`src/common/bpu_cfg_pkg.sv`:
```
`default_nettype none

package bpu_cfg_pkg;

    // history length and table index width are the same.
    localparam int INDEX_WIDTH_DEFAULT = 6;

    // tag bits taken from the pc right above the index.
    localparam int TAG_WIDTH_DEFAULT = 8;

    // resolve queue entries, equal to the credits the execute stage starts with.
    localparam int QUEUE_DEPTH_DEFAULT = 4;

endpackage

`default_nettype wire

```
`src/common/bpu_types_pkg.sv`:
```
`default_nettype none

package bpu_types_pkg;

    // instruction address; bits 1:0 are alignment and never used for indexing.
    typedef logic [31:0] addr_t;

    // 2-bit saturating counter, same encoding as the existing fetch unit.
    typedef enum logic [1:0] {
        weak_not_taken   = 2'b00,
        weak_taken       = 2'b01,
        strong_taken     = 2'b10,
        strong_not_taken = 2'b11
    } counter_e;

    // branch outcome as resolved in execute.
    typedef struct packed {
        addr_t pc;
        addr_t target;
        logic  taken;
    } resolved_t;

    // prediction payload; the valid bit travels on its own port.
    typedef struct packed {
        addr_t npc;
    } predict_t;

    // states of the predictor's read-modify-write update.
    typedef enum logic [1:0] {
        upd_idle,
        upd_read,
        upd_write
    } update_state_e;

endpackage

`default_nettype wire

```
`src/common/resolve_if.sv`:
```
`timescale 1ns/1ns
`default_nettype none

interface resolve_if;

    logic                     valid;   // one-cycle handover of the head entry.
    bpu_types_pkg::resolved_t data;
    logic                     credit;  // one-cycle pulse, predictor is free again.

    modport queue_side (
        output valid,
        output data,
        input  credit
    );

    modport bpu_side (
        input  valid,
        input  data,
        output credit
    );

endinterface

`default_nettype wire

```
`src/bpu/bpu.sv`:
```
`timescale 1ns/1ns
`default_nettype none

module bpu #(
    parameter int INDEX_WIDTH = 6,
    parameter int TAG_WIDTH   = 8
) (
    input  wire logic                    clk,
    input  wire logic                    rst,
    input  wire logic                    stall,
    input  wire bpu_types_pkg::addr_t    fetch_pc,
    output logic                         predict_valid,
    output bpu_types_pkg::predict_t      predict,
    input  wire logic                    inval_valid,
    input  wire bpu_types_pkg::addr_t    inval_pc,
    resolve_if.bpu_side                  upd
);

    logic [INDEX_WIDTH-1:0]       history;
    logic [INDEX_WIDTH-1:0]       lookup_index;
    logic [INDEX_WIDTH-1:0]       upd_index;
    bpu_types_pkg::counter_e      lookup_counter;
    bpu_types_pkg::counter_e      lookup_counter_q;
    bpu_types_pkg::counter_e      upd_counter;
    bpu_types_pkg::counter_e      upd_counter_q;
    bpu_types_pkg::counter_e      upd_counter_next;
    bpu_types_pkg::update_state_e state;
    bpu_types_pkg::resolved_t     upd_entry;
    logic                         pht_write;
    logic                         btb_alloc;
    logic                         btb_hit;
    logic                         lookup_taken;
    bpu_types_pkg::addr_t         btb_target;

    assign lookup_index = fetch_pc[INDEX_WIDTH+1:2] ^ history;
    assign upd_index    = upd_entry.pc[INDEX_WIDTH+1:2] ^ history; // history is stable until the write edge.

    assign pht_write = (state == bpu_types_pkg::upd_write);
    assign btb_alloc = pht_write && upd_entry.taken;
    assign upd.credit = pht_write;

    pattern_history_table #(
        .INDEX_WIDTH (INDEX_WIDTH)
    ) u_pht (
        .clk          (clk),
        .rst          (rst),
        .lookup_index (lookup_index),
        .lookup_state (lookup_counter),
        .update_index (upd_index),
        .update_state (upd_counter),
        .write_en     (pht_write),
        .write_state  (upd_counter_next)
    );

    branch_target_buffer #(
        .INDEX_WIDTH (INDEX_WIDTH),
        .TAG_WIDTH   (TAG_WIDTH)
    ) u_btb (
        .clk          (clk),
        .rst          (rst),
        .stall        (stall),
        .lookup_pc    (fetch_pc),
        .hit          (btb_hit),
        .target       (btb_target),
        .alloc_en     (btb_alloc),
        .alloc_pc     (upd_entry.pc),
        .alloc_target (upd_entry.target),
        .inval_en     (inval_valid),
        .inval_pc     (inval_pc)
    );

    // counter read lines up with the registered btb result.
    always_ff @(posedge clk) begin
        if (rst) begin
            lookup_counter_q <= bpu_types_pkg::weak_not_taken;
        end else if (!stall) begin
            lookup_counter_q <= lookup_counter;
        end
    end

    assign lookup_taken = (lookup_counter_q == bpu_types_pkg::weak_taken) ||
                          (lookup_counter_q == bpu_types_pkg::strong_taken);
    assign predict_valid = btb_hit && lookup_taken;
    assign predict.npc   = btb_target;

    // saturating step; strong_not_taken and strong_taken are the two ends.
    always_comb begin
        upd_counter_next = upd_counter_q;
        if (upd_entry.taken) begin
            case (upd_counter_q)
                bpu_types_pkg::strong_not_taken: upd_counter_next = bpu_types_pkg::weak_not_taken;
                bpu_types_pkg::weak_not_taken:   upd_counter_next = bpu_types_pkg::weak_taken;
                default:                         upd_counter_next = bpu_types_pkg::strong_taken;
            endcase
        end else begin
            case (upd_counter_q)
                bpu_types_pkg::strong_taken:   upd_counter_next = bpu_types_pkg::weak_taken;
                bpu_types_pkg::weak_taken:     upd_counter_next = bpu_types_pkg::weak_not_taken;
                default:                       upd_counter_next = bpu_types_pkg::strong_not_taken;
            endcase
        end
    end

    always_ff @(posedge clk) begin
        if (rst) begin
            state   <= bpu_types_pkg::upd_idle;
            history <= '0;
        end else begin
            case (state)
                bpu_types_pkg::upd_idle: begin
                    if (upd.valid) begin
                        state <= bpu_types_pkg::upd_read;
                    end
                end
                bpu_types_pkg::upd_read: begin
                    state <= bpu_types_pkg::upd_write;
                end
                bpu_types_pkg::upd_write: begin
                    state   <= bpu_types_pkg::upd_idle;
                    history <= {history[INDEX_WIDTH-2:0], upd_entry.taken};
                end
                default: begin
                    state <= bpu_types_pkg::upd_idle;
                end
            endcase
        end
    end

    always_ff @(posedge clk) begin
        if (state == bpu_types_pkg::upd_idle && upd.valid) begin
            upd_entry <= upd.data;
        end
        if (state == bpu_types_pkg::upd_read) begin
            upd_counter_q <= upd_counter;
        end
    end

endmodule

`default_nettype wire

```
`src/bpu/branch_target_buffer.sv`:
```
`timescale 1ns/1ns
`default_nettype none

module branch_target_buffer #(
    parameter int INDEX_WIDTH = 6,
    parameter int TAG_WIDTH   = 8
) (
    input  wire logic                  clk,
    input  wire logic                  rst,
    input  wire logic                  stall,
    input  wire bpu_types_pkg::addr_t  lookup_pc,
    output logic                       hit,
    output bpu_types_pkg::addr_t       target,
    input  wire logic                  alloc_en,
    input  wire bpu_types_pkg::addr_t  alloc_pc,
    input  wire bpu_types_pkg::addr_t  alloc_target,
    input  wire logic                  inval_en,
    input  wire bpu_types_pkg::addr_t  inval_pc
);

    localparam int ENTRIES = 2 ** INDEX_WIDTH;
    localparam int TAG_LSB = INDEX_WIDTH + 2;
    localparam int TAG_MSB = INDEX_WIDTH + TAG_WIDTH + 1;

    logic                 valid_q  [ENTRIES];
    logic [TAG_WIDTH-1:0] tag_q    [ENTRIES];
    bpu_types_pkg::addr_t target_q [ENTRIES];

    logic [INDEX_WIDTH-1:0] lookup_index;
    logic [INDEX_WIDTH-1:0] alloc_index;
    logic [INDEX_WIDTH-1:0] inval_index;
    logic [TAG_WIDTH-1:0]   lookup_tag;
    logic [TAG_WIDTH-1:0]   alloc_tag;
    logic [TAG_WIDTH-1:0]   inval_tag;
    logic                   inval_match;

    assign lookup_index = lookup_pc[INDEX_WIDTH+1:2];
    assign alloc_index  = alloc_pc[INDEX_WIDTH+1:2];
    assign inval_index  = inval_pc[INDEX_WIDTH+1:2];
    assign lookup_tag   = lookup_pc[TAG_MSB:TAG_LSB];
    assign alloc_tag    = alloc_pc[TAG_MSB:TAG_LSB];
    assign inval_tag    = inval_pc[TAG_MSB:TAG_LSB];

    // a different branch sharing the slot must survive the invalidate.
    assign inval_match = inval_en && valid_q[inval_index] && (tag_q[inval_index] == inval_tag);

    always_ff @(posedge clk) begin
        if (rst) begin
            for (int i = 0; i < ENTRIES; i++) begin
                valid_q[i] <= 1'b0;
            end
        end else begin
            if (inval_match) begin
                valid_q[inval_index] <= 1'b0;
            end
            if (alloc_en) begin
                valid_q[alloc_index] <= 1'b1; // later assignment, so allocate wins a collision.
            end
        end
    end

    always_ff @(posedge clk) begin
        if (alloc_en) begin
            tag_q[alloc_index]    <= alloc_tag;
            target_q[alloc_index] <= alloc_target;
        end
    end

    // registered lookup, held while fetch is stalled.
    always_ff @(posedge clk) begin
        if (rst) begin
            hit <= 1'b0;
        end else if (!stall) begin
            hit <= valid_q[lookup_index] && (tag_q[lookup_index] == lookup_tag);
        end
    end

    always_ff @(posedge clk) begin
        if (!stall) begin
            target <= target_q[lookup_index];
        end
    end

endmodule

`default_nettype wire

```
`src/bpu/pattern_history_table.sv`:
```
`timescale 1ns/1ns
`default_nettype none

module pattern_history_table #(
    parameter int INDEX_WIDTH = 6
) (
    input  wire logic                     clk,
    input  wire logic                     rst,
    input  wire logic [INDEX_WIDTH-1:0]   lookup_index,
    output bpu_types_pkg::counter_e       lookup_state,
    input  wire logic [INDEX_WIDTH-1:0]   update_index,
    output bpu_types_pkg::counter_e       update_state,
    input  wire logic                     write_en,
    input  wire bpu_types_pkg::counter_e  write_state
);

    localparam int ENTRIES = 2 ** INDEX_WIDTH;

    bpu_types_pkg::counter_e table_q [ENTRIES];

    // every counter starts weakly not-taken so one taken outcome flips it.
    always_ff @(posedge clk) begin
        if (rst) begin
            for (int i = 0; i < ENTRIES; i++) begin
                table_q[i] <= bpu_types_pkg::weak_not_taken;
            end
        end else if (write_en) begin
            table_q[update_index] <= write_state;
        end
    end

    // both reads see the table before this cycle's write.
    assign lookup_state = table_q[lookup_index];
    assign update_state = table_q[update_index];

endmodule

`default_nettype wire

```
`src/logic/bpu_top.sv`:
```
`timescale 1ns/1ns
`default_nettype none

module bpu_top #(
    parameter int INDEX_WIDTH = bpu_cfg_pkg::INDEX_WIDTH_DEFAULT,
    parameter int TAG_WIDTH   = bpu_cfg_pkg::TAG_WIDTH_DEFAULT,
    parameter int QUEUE_DEPTH = bpu_cfg_pkg::QUEUE_DEPTH_DEFAULT
) (
    input  wire logic                  clk,
    input  wire logic                  rst,
    input  wire logic                  stall,
    input  wire bpu_types_pkg::addr_t  fetch_pc,
    output logic                       predict_valid,
    output bpu_types_pkg::addr_t       predict_npc,
    input  wire logic                  inval_valid,
    input  wire bpu_types_pkg::addr_t  inval_pc,
    input  wire logic                  resolve_valid,
    input  wire bpu_types_pkg::addr_t  resolve_pc,
    input  wire bpu_types_pkg::addr_t  resolve_target,
    input  wire logic                  resolve_taken,
    output logic                       resolve_credit
);

    bpu_types_pkg::resolved_t resolve_data;
    bpu_types_pkg::predict_t  predict;

    resolve_if rif ();

    assign resolve_data.pc     = resolve_pc;
    assign resolve_data.target = resolve_target;
    assign resolve_data.taken  = resolve_taken;
    assign predict_npc         = predict.npc;

    resolve_queue #(
        .QUEUE_DEPTH (QUEUE_DEPTH)
    ) u_resolve_queue (
        .clk       (clk),
        .rst       (rst),
        .in_valid  (resolve_valid),
        .in_data   (resolve_data),
        .in_credit (resolve_credit),
        .out       (rif.queue_side)
    );

    bpu #(
        .INDEX_WIDTH (INDEX_WIDTH),
        .TAG_WIDTH   (TAG_WIDTH)
    ) u_bpu (
        .clk           (clk),
        .rst           (rst),
        .stall         (stall),
        .fetch_pc      (fetch_pc),
        .predict_valid (predict_valid),
        .predict       (predict),
        .inval_valid   (inval_valid),
        .inval_pc      (inval_pc),
        .upd           (rif.bpu_side)
    );

endmodule

`default_nettype wire

```
`src/logic/resolve_queue.sv`:
```
`timescale 1ns/1ns
`default_nettype none

module resolve_queue #(
    parameter int QUEUE_DEPTH = 4
) (
    input  wire logic                      clk,
    input  wire logic                      rst,
    input  wire logic                      in_valid,
    input  wire bpu_types_pkg::resolved_t  in_data,
    output logic                           in_credit,
    resolve_if.queue_side                  out
);

    localparam int PTR_WIDTH = (QUEUE_DEPTH > 1) ? $clog2(QUEUE_DEPTH) : 1;
    localparam int CNT_WIDTH = $clog2(QUEUE_DEPTH + 1);

    bpu_types_pkg::resolved_t mem [QUEUE_DEPTH];

    logic [PTR_WIDTH-1:0] wr_ptr;
    logic [PTR_WIDTH-1:0] rd_ptr;
    logic [CNT_WIDTH-1:0] count;
    logic                 ds_credit;   // predictor holds one entry at a time.
    logic                 pop;

    function automatic logic [PTR_WIDTH-1:0] next_ptr(input logic [PTR_WIDTH-1:0] ptr);
        if (ptr == PTR_WIDTH'(QUEUE_DEPTH - 1)) begin
            return '0;
        end
        return ptr + 1'b1;
    endfunction

    assign pop       = ds_credit && (count != '0);
    assign out.valid = pop;
    assign out.data  = mem[rd_ptr];

    always_ff @(posedge clk) begin
        if (in_valid) begin
            mem[wr_ptr] <= in_data;
        end
    end

    always_ff @(posedge clk) begin
        if (rst) begin
            wr_ptr    <= '0;
            rd_ptr    <= '0;
            count     <= '0;
            ds_credit <= 1'b1;
            in_credit <= 1'b0;
        end else begin
            if (in_valid) begin
                wr_ptr <= next_ptr(wr_ptr);
            end
            if (pop) begin
                rd_ptr <= next_ptr(rd_ptr);
            end
            count     <= count + CNT_WIDTH'(in_valid) - CNT_WIDTH'(pop);
            ds_credit <= (ds_credit && !pop) || out.credit;
            // the slot of the handed-over entry counts as free once the predictor is done.
            in_credit <= out.credit;
        end
    end

endmodule

`default_nettype wire

```
`config.mk`:
```
export PLATFORM = sky130hd
export DESIGN_NAME = bpu_top
export DESIGN_NICKNAME = d
export VERILOG_FILES = /design/src/common/bpu_cfg_pkg.sv /design/src/common/bpu_types_pkg.sv /design/src/common/resolve_if.sv /design/src/bpu/bpu.sv /design/src/bpu/branch_target_buffer.sv /design/src/bpu/pattern_history_table.sv /design/src/logic/bpu_top.sv /design/src/logic/resolve_queue.sv
export SDC_FILE = /design/constraint.sdc
export NUM_CORES = 2
export LEC_CHECK = 0
export ABC_AREA = 1
export BUFFER_PORTS_ARGS = -buffer_cell sky130_fd_sc_hd__buf_2
export CAP_MARGIN = 20
export CORE_AREA = 10 10 742 598
export CTS_CLUSTER_SIZE = 30
export DETAILED_ROUTE_END_ITERATION = 12
export DIE_AREA = 0 0 752 608
export PLACE_DENSITY = 0.53
export SYNTH_ARGS = -nofsm -noshare
export SYNTH_HDL_FRONTEND = slang
export SYNTH_SLANG_ARGS = --single-unit
```
`constraint.sdc`:
```
create_clock -name clk -period 5.9 [get_ports clk]
set_input_delay 0.295 -clock clk [delete_from_list [all_inputs] [get_ports clk]]
set_output_delay 0.295 -clock clk [all_outputs]
set_load 0.01 [all_outputs]
```
# [Yosys cells after proc, flatten, opt, wreduce, memory -nomap -nowiden]
# Memories as Yosys holds them, arrays and structs flattened. A register that Yosys moved wholly into a read port is not among the register bits.
# Cells that the tools add are included.
[classes] n_reduce_logical=19 eq_ne=12 muxes=38 bitwise_logic=2 n_addsub=4
[op_table] cell="2-to-1 mux 1 bit" n=25
[op_table] cell="2-to-1 mux 6 bit" n=3
[op_table] cell="== test 8 bit" n=2
[op_table] cell="2-to-1 mux 2 bit" n=7
[op_table] cell="== test 2 bit, second input constant" n=6
[op_table] cell="one-hot mux 2 bit (2 select lines)" n=3
[op_table] cell="XOR 6 bit" n=2
[op_table] cell="logical AND 1 bit" n=8
[op_table] cell="== test 2 x 1 -> 1 bit, second input constant" n=3
[op_table] cell="adder 2 x 1 -> 2 bit, second input constant" n=2
[op_table] cell="zero test 2 bit" n=2
[op_table] cell="adder 3 x 1 -> 3 bit" n=1
[op_table] cell="zero test 1 bit" n=3
[op_table] cell="nonzero test 3 bit" n=1
[op_table] cell="subtractor 3 x 1 -> 3 bit" n=1
[op_table] cell="logical OR 1 bit" n=2
[op_table] cell="!= test 2 x 1 -> 1 bit, second input constant" n=1
[op_table] cell="OR reduction 1 bit" n=2
[op_table] cell="OR reduction 2 bit" n=1
[totals] in_bits=134 output_inout_bits=34 ramBits=3012 register_bits=18 word_cells=88 memories=5
[mem_list] name="u_bpu.u_btb.target_q" depth=64 word_bits=32 read_ports=1 rd_ports_with_merged_regs=1 wr=1 line_no="branch_target_buffer.sv:27" source="bpu_types_pkg::addr_t target_q [ENTRIES];"
[mem_list] name="u_bpu.u_btb.tag_q" depth=64 word_bits=8 read_ports=2 rd_ports_with_merged_regs=0 wr=1 line_no="branch_target_buffer.sv:26" source="logic [TAG_WIDTH-1:0] tag_q [ENTRIES];"
[mem_list] name="u_resolve_queue.mem" depth=4 word_bits=65 read_ports=1 rd_ports_with_merged_regs=1 wr=1 line_no="resolve_queue.sv:18" source="bpu_types_pkg::resolved_t mem [QUEUE_DEPTH];"
[mem_list] name="u_bpu.u_pht.table_q" depth=64 word_bits=2 read_ports=2 rd_ports_with_merged_regs=2 wr=64 line_no="pattern_history_table.sv:19" source="bpu_types_pkg::counter_e table_q [ENTRIES];"
[mem_list] name="u_bpu.u_btb.valid_q" depth=64 word_bits=1 read_ports=2 rd_ports_with_merged_regs=0 wr=64 line_no="branch_target_buffer.sv:25" source="logic valid_q [ENTRIES];"

# [Depth between registers and ports, before layout]
# An unclocked memory read counts as a cell.
[depth] depth_word=8 mapped_depth=24 mapped_depth_nobuf=19

# [Hierarchy]
# From an unflattened synthesis, not the netlist that was laid out.
[hier_totals] hier_cells=11990 hier_area_um2=132926.2
[by_module_without_submodules] mod="branch_target_buffer" seq_area_each_um2=79135.9 area_per_inst_um2=111911.1 cells_each=10048 instances=1
[by_module_without_submodules] mod="resolve_queue" seq_area_each_um2=8027.7 area_per_inst_um2=10495.1 cells_each=699 instances=1
[by_module_without_submodules] mod="pattern_history_table" seq_area_each_um2=3843.7 area_per_inst_um2=7925.1 cells_each=1097 instances=1
[by_module_without_submodules] mod="bpu" seq_area_each_um2=2212.1 area_per_inst_um2=2595.0 cells_each=146 instances=1

# [Worst setup path after synthesis]
# OpenSTA, ideal clock, no wires.
[synth_path] path_type="register to register" startpoint="register u_resolve_queue.count[1]" endpoint="register u_bpu.upd_entry[0] (netlist name)" t_required_ns=5.390 stages_incl_launch_ff=5 period_less_slack_ns=4.331 setup_slack_ns=1.569 path_buffers=0 arrival_time_ns=3.821 setup_time_ns=0.510 path_cell_list="dfxtp_1 -> nor2_1 -> nand2_1 -> nand2_1 -> nor3_1"
[synth_via] elab_chain_cells=3
[synth_lines] element="from (decl)" line_no="resolve_queue.sv:22" source="logic [CNT_WIDTH-1:0] count;"
[synth_lines] element="from (signal assigned)" line_no="resolve_queue.sv:57" source="count <= count + CNT_WIDTH'(in_valid) - CNT_WIDTH'(pop);"
[synth_lines] element="nonzero test 3 bit" line_no="resolve_queue.sv:33" source="assign pop = ds_credit && (count != '0);"
[synth_lines] element="logical AND 1 bit" line_no="resolve_queue.sv:33"
[synth_lines] element="logical AND 1 bit" line_no="bpu.sv:130" source="if (state == bpu_types_pkg::upd_idle && upd.valid) begin"
# No other way between the ends.
# A chain may end at the register's enable or synchronous reset.

# [Worst setup path after layout]
[layout_path] startpoint="register u_bpu.upd_entry[38] (netlist name)" endpoint="memory u_bpu.u_btb.target_q[9][12] (netlist bit) (enable)"
[layout_lines] element="to (decl)" line_no="branch_target_buffer.sv:27"
# Straight into the memory's write port.

==> reports/metrics.yaml <==
clock-sinks: 3041
worstSkewPairLatency_ps: 910
clk_pin_slew_ps: 60
drive_gt1_frac: 0.0870
rr_worst_depth: 5
design.portCount: 168
hold_viol_final: 0
placed_cell_area_um2: 137000
powerDensity_nw_per_um2: 379
cpMostUsedCell: "inv_1"
fin_crit_ps: 4070
synthesis.area_um2: 128000
p_seq_frac: 0.487
io_buffers: 113
ys_warn_count: 0
fin_tns_setup_ps: 0
grt_usage: 0.186
syn_inst: 11468
ys_ff_latch: 3041
path_cells: "inv_1 -> nor3_2 -> inv_1 -> nor2_4 -> buf_12"
path_class: "flop to flop"
die_height_um: 608
cts_resized: 0
route.detailed.drc: 0
async_flop_share: 0
num_vias: 92672
fillers: 42313
ctsLongestPathBuffers: 4
rows: 215
p_switching_mw: 15.9
p_leak_nw: 49.8
antenna_found_initial: 59
dp_hpwl_mm: 240
syn_to_final_growth_pct: 15.3
cts-buffers-inserted: 321
end_kind: "flop"
initial_utilization: 0.299
nNetsFinal: 11668
p_clk_frac: 0.361
die_x_um: 752
slew_headroom: 0.199
totalWireLength_mm: 448
htree_num_levels: 5
syn_area_per_cell_um2: 11.2
seq_area_frac_synth: 0.707
clock.fmax_ghz: 0.246
synth_ff_type: "edfxtp_1"
die_area_um2: 457000
pwr-share-comb: 0.152
hp-class: "input port to flop"
crit_family: "simple AND/OR/NAND/NOR gates"
tightestPinTransition_ps: 1200
cellInternalPower_mw: 39.9
grt_pass1_vias: 84635
layout_commonest_cell: "edfxtp_1"
clock_skew_ps: 53.5
dr.pass1.iters: 6
gp_congestion: 0.824
crit_required_ps: 6430
slew_violations: 0
grt_pass1_wl_mm: 630
hold-path-endpoint: "u_resolve_queue.mem[3][13]"
postCtsSetupBuffers: 0
finalSetupViolations: 0
ant_nets: 0
status: "finished, final reports clean"
hold_depth: 2
grt_max_degree: 191
synth-edff-count: 2957
layout.area.seq_um2: 90500
yosysUniqueCellTypes: 42
arrival_ps: 4590
final_cell_area_um2: 148000
cts_tree: "yes"
clock-root-buffer: "clkbuf_16"
wl_per_cell_um: 25.5
reg2reg_to: "u_bpu.u_btb.target_q[9][12]"
reg2reg_from: "u_bpu.upd_entry[38]"
r2r_slack_ps: 1830
cap_violations: 0
syn_nets: 11610
min_from: "resolve_target[12]"
vias_per_cell: 5.28
multi_input_area_um2: 34100
sw_frac_of_total: 0.285
cp_num_buf_inv: 3
period_share: 0.689
worst_path_max_delay_cell: "nor3_2"
rsz0062_at_grt: "no"
drt_iter0_markers: 13390
start_kind: "flop"
path_max_fanout: 21
slowest_delay_ps: 890
core_area_um2: 428000
vdd_drop_max_mv: 0.353
grt-ovfl-total: 0
layout_common_cells: "2,957 x edfxtp_1, 2,258 x nand2_1, 1,911 x nor2_1, 1,578 x o21ai_0, 735 x o22ai_1"
-- state kept, by name, indices dropped and copies added, names as in the netlist, 2 cells and up --
register and count:
u_bpu.lookup_counter_q 2, u_bpu.u_btb.target_q 2048, u_bpu.u_btb.tag_q 512, u_bpu.u_pht.table_q 128, u_bpu.state 2, u_bpu.history 6
u_resolve_queue.mem 188, u_resolve_queue.wr_ptr 2, u_bpu.u_btb.valid_q 64, u_resolve_queue.rd_ptr 2, u_bpu.upd_counter_q 2, u_bpu.u_btb.target 32
u_resolve_queue.count 3, u_bpu.upd_entry 47
-- power groups by stage --
stage                     Combinational [mW]  Clock, mW  Sequential (mW)
after CTS                               8.34       20.5             27.2
after global placement                  8.29          0             27.7
after floorplan                         3.00          0             28.9
after detailed placement                8.31          0             27.7
final                                   8.47       20.2             27.2
after global routing                    9.10       21.3             27.3
-- cells in the mapped netlist (40+ instances only) --
master    number  area (um2)
nand4_1       78         488
buf_1         51         191
clkbuf_1     626        2350
nor2_1      1976        7420
buf_2        113         566
dfxtp_1       84        1680
nand3_1      546        2730
a21oi_1       71         355
nand2_1     2258        8480
o22ai_1      735        4600
o21ai_0     1579        7900
o211ai_1      40         300
inv_1        177         664
edfxtp_1    2957       88800
-- cells by family after synthesis --
logic type / synth area share
adder cells (fa/ha/maj): 0.000841
XOR/XNOR: 0.00116
flip-flops: 0.707
AO/OA/AOI/OAI: 0.109
buffers and inverters: 0.0309
AND/OR/NAND/NOR: 0.151
-- metal layers --
| metal | GRT usage | up-vias | share of wire |
|---|---|---|---|
| met2 | 0.273 | 4839 | 0.43 |
| met3 | 0.0367 | 795 | 0.10 |
| li1 | - | 41237 | - |
| met4 | 0.0611 | 22 | 0.035 |
| met1 | 0.274 | 45779 | 0.44 |
| met5 | 0 | - | 0.00029 |
-- through the flow --
| step | hold WS (ps) | worst slack [ps] | total power [mW] | utilization | instances |
|---|---|---|---|---|---|
| after global placement | 445 | 1930 | 36.0 | 0.319 | 16896 |
| after CTS | 41.2 | 1950 | 56.0 | 0.344 | 17524 |
| after detailed placement | 451 | 1900 | 36.0 | 0.320 | 16900 |
| after floorplan | 378 | 1570 | 31.9 | - | 11468 |
| after global routing | 98.2 | 1870 | 57.6 | 0.345 | 17537 |
| final | 130 | 1830 | 55.9 | 0.345 | 17557 |
-- worst register-to-register path, stage by stage, from the launching register on --
cell and delay [ps]:
edfxtp_1 650, inv_1 220, nor3_2 890, inv_1 680, nor2_4 830, buf_12 350
-- what timing repair did --
item / CTS / global route
endpoints found under the setup margin: 0 / 0
hold buffers: 51 / 0
hold endpoints to repair: 206 / 0
-- worst max-delay path by stage --
| stage | slack (ps) | start | endpoint | cells past startpoint |
|---|---|---|---|---|
| floorplan | 1570 | u_resolve_queue.count[1] | u_bpu.upd_entry[0] | 4 |
| global placement | 1930 | fetch_pc[3] | u_bpu.u_btb.target[3] | 11 |
| detailed placement | 1900 | fetch_pc[3] | u_bpu.u_btb.target[3] | 11 |
| CTS | 1950 | u_bpu.upd_entry[38] | u_bpu.u_btb.target_q[9][12] | 5 |
| global route | 1870 | u_bpu.upd_entry[38] | u_bpu.u_btb.target_q[9][12] | 5 |
| finish | 1830 | u_bpu.upd_entry[38] | u_bpu.u_btb.target_q[9][12] | 5 |
-- cell type report --
cell class / count / area share
Clock inverter: 167 / 0.0113
Inverter: 186 / 0.00507
Tap cell: 5750 / 0.0488
Clock buffer: 406 / 0.0576
Timing Repair Buffer: 540 / 0.0322
Multi-Input combinational cell: 7436 / 0.231
Sequential cell: 3041 / 0.613
Antenna cell: 31 / 0.000526
Power figures use the tool's default switching activity.
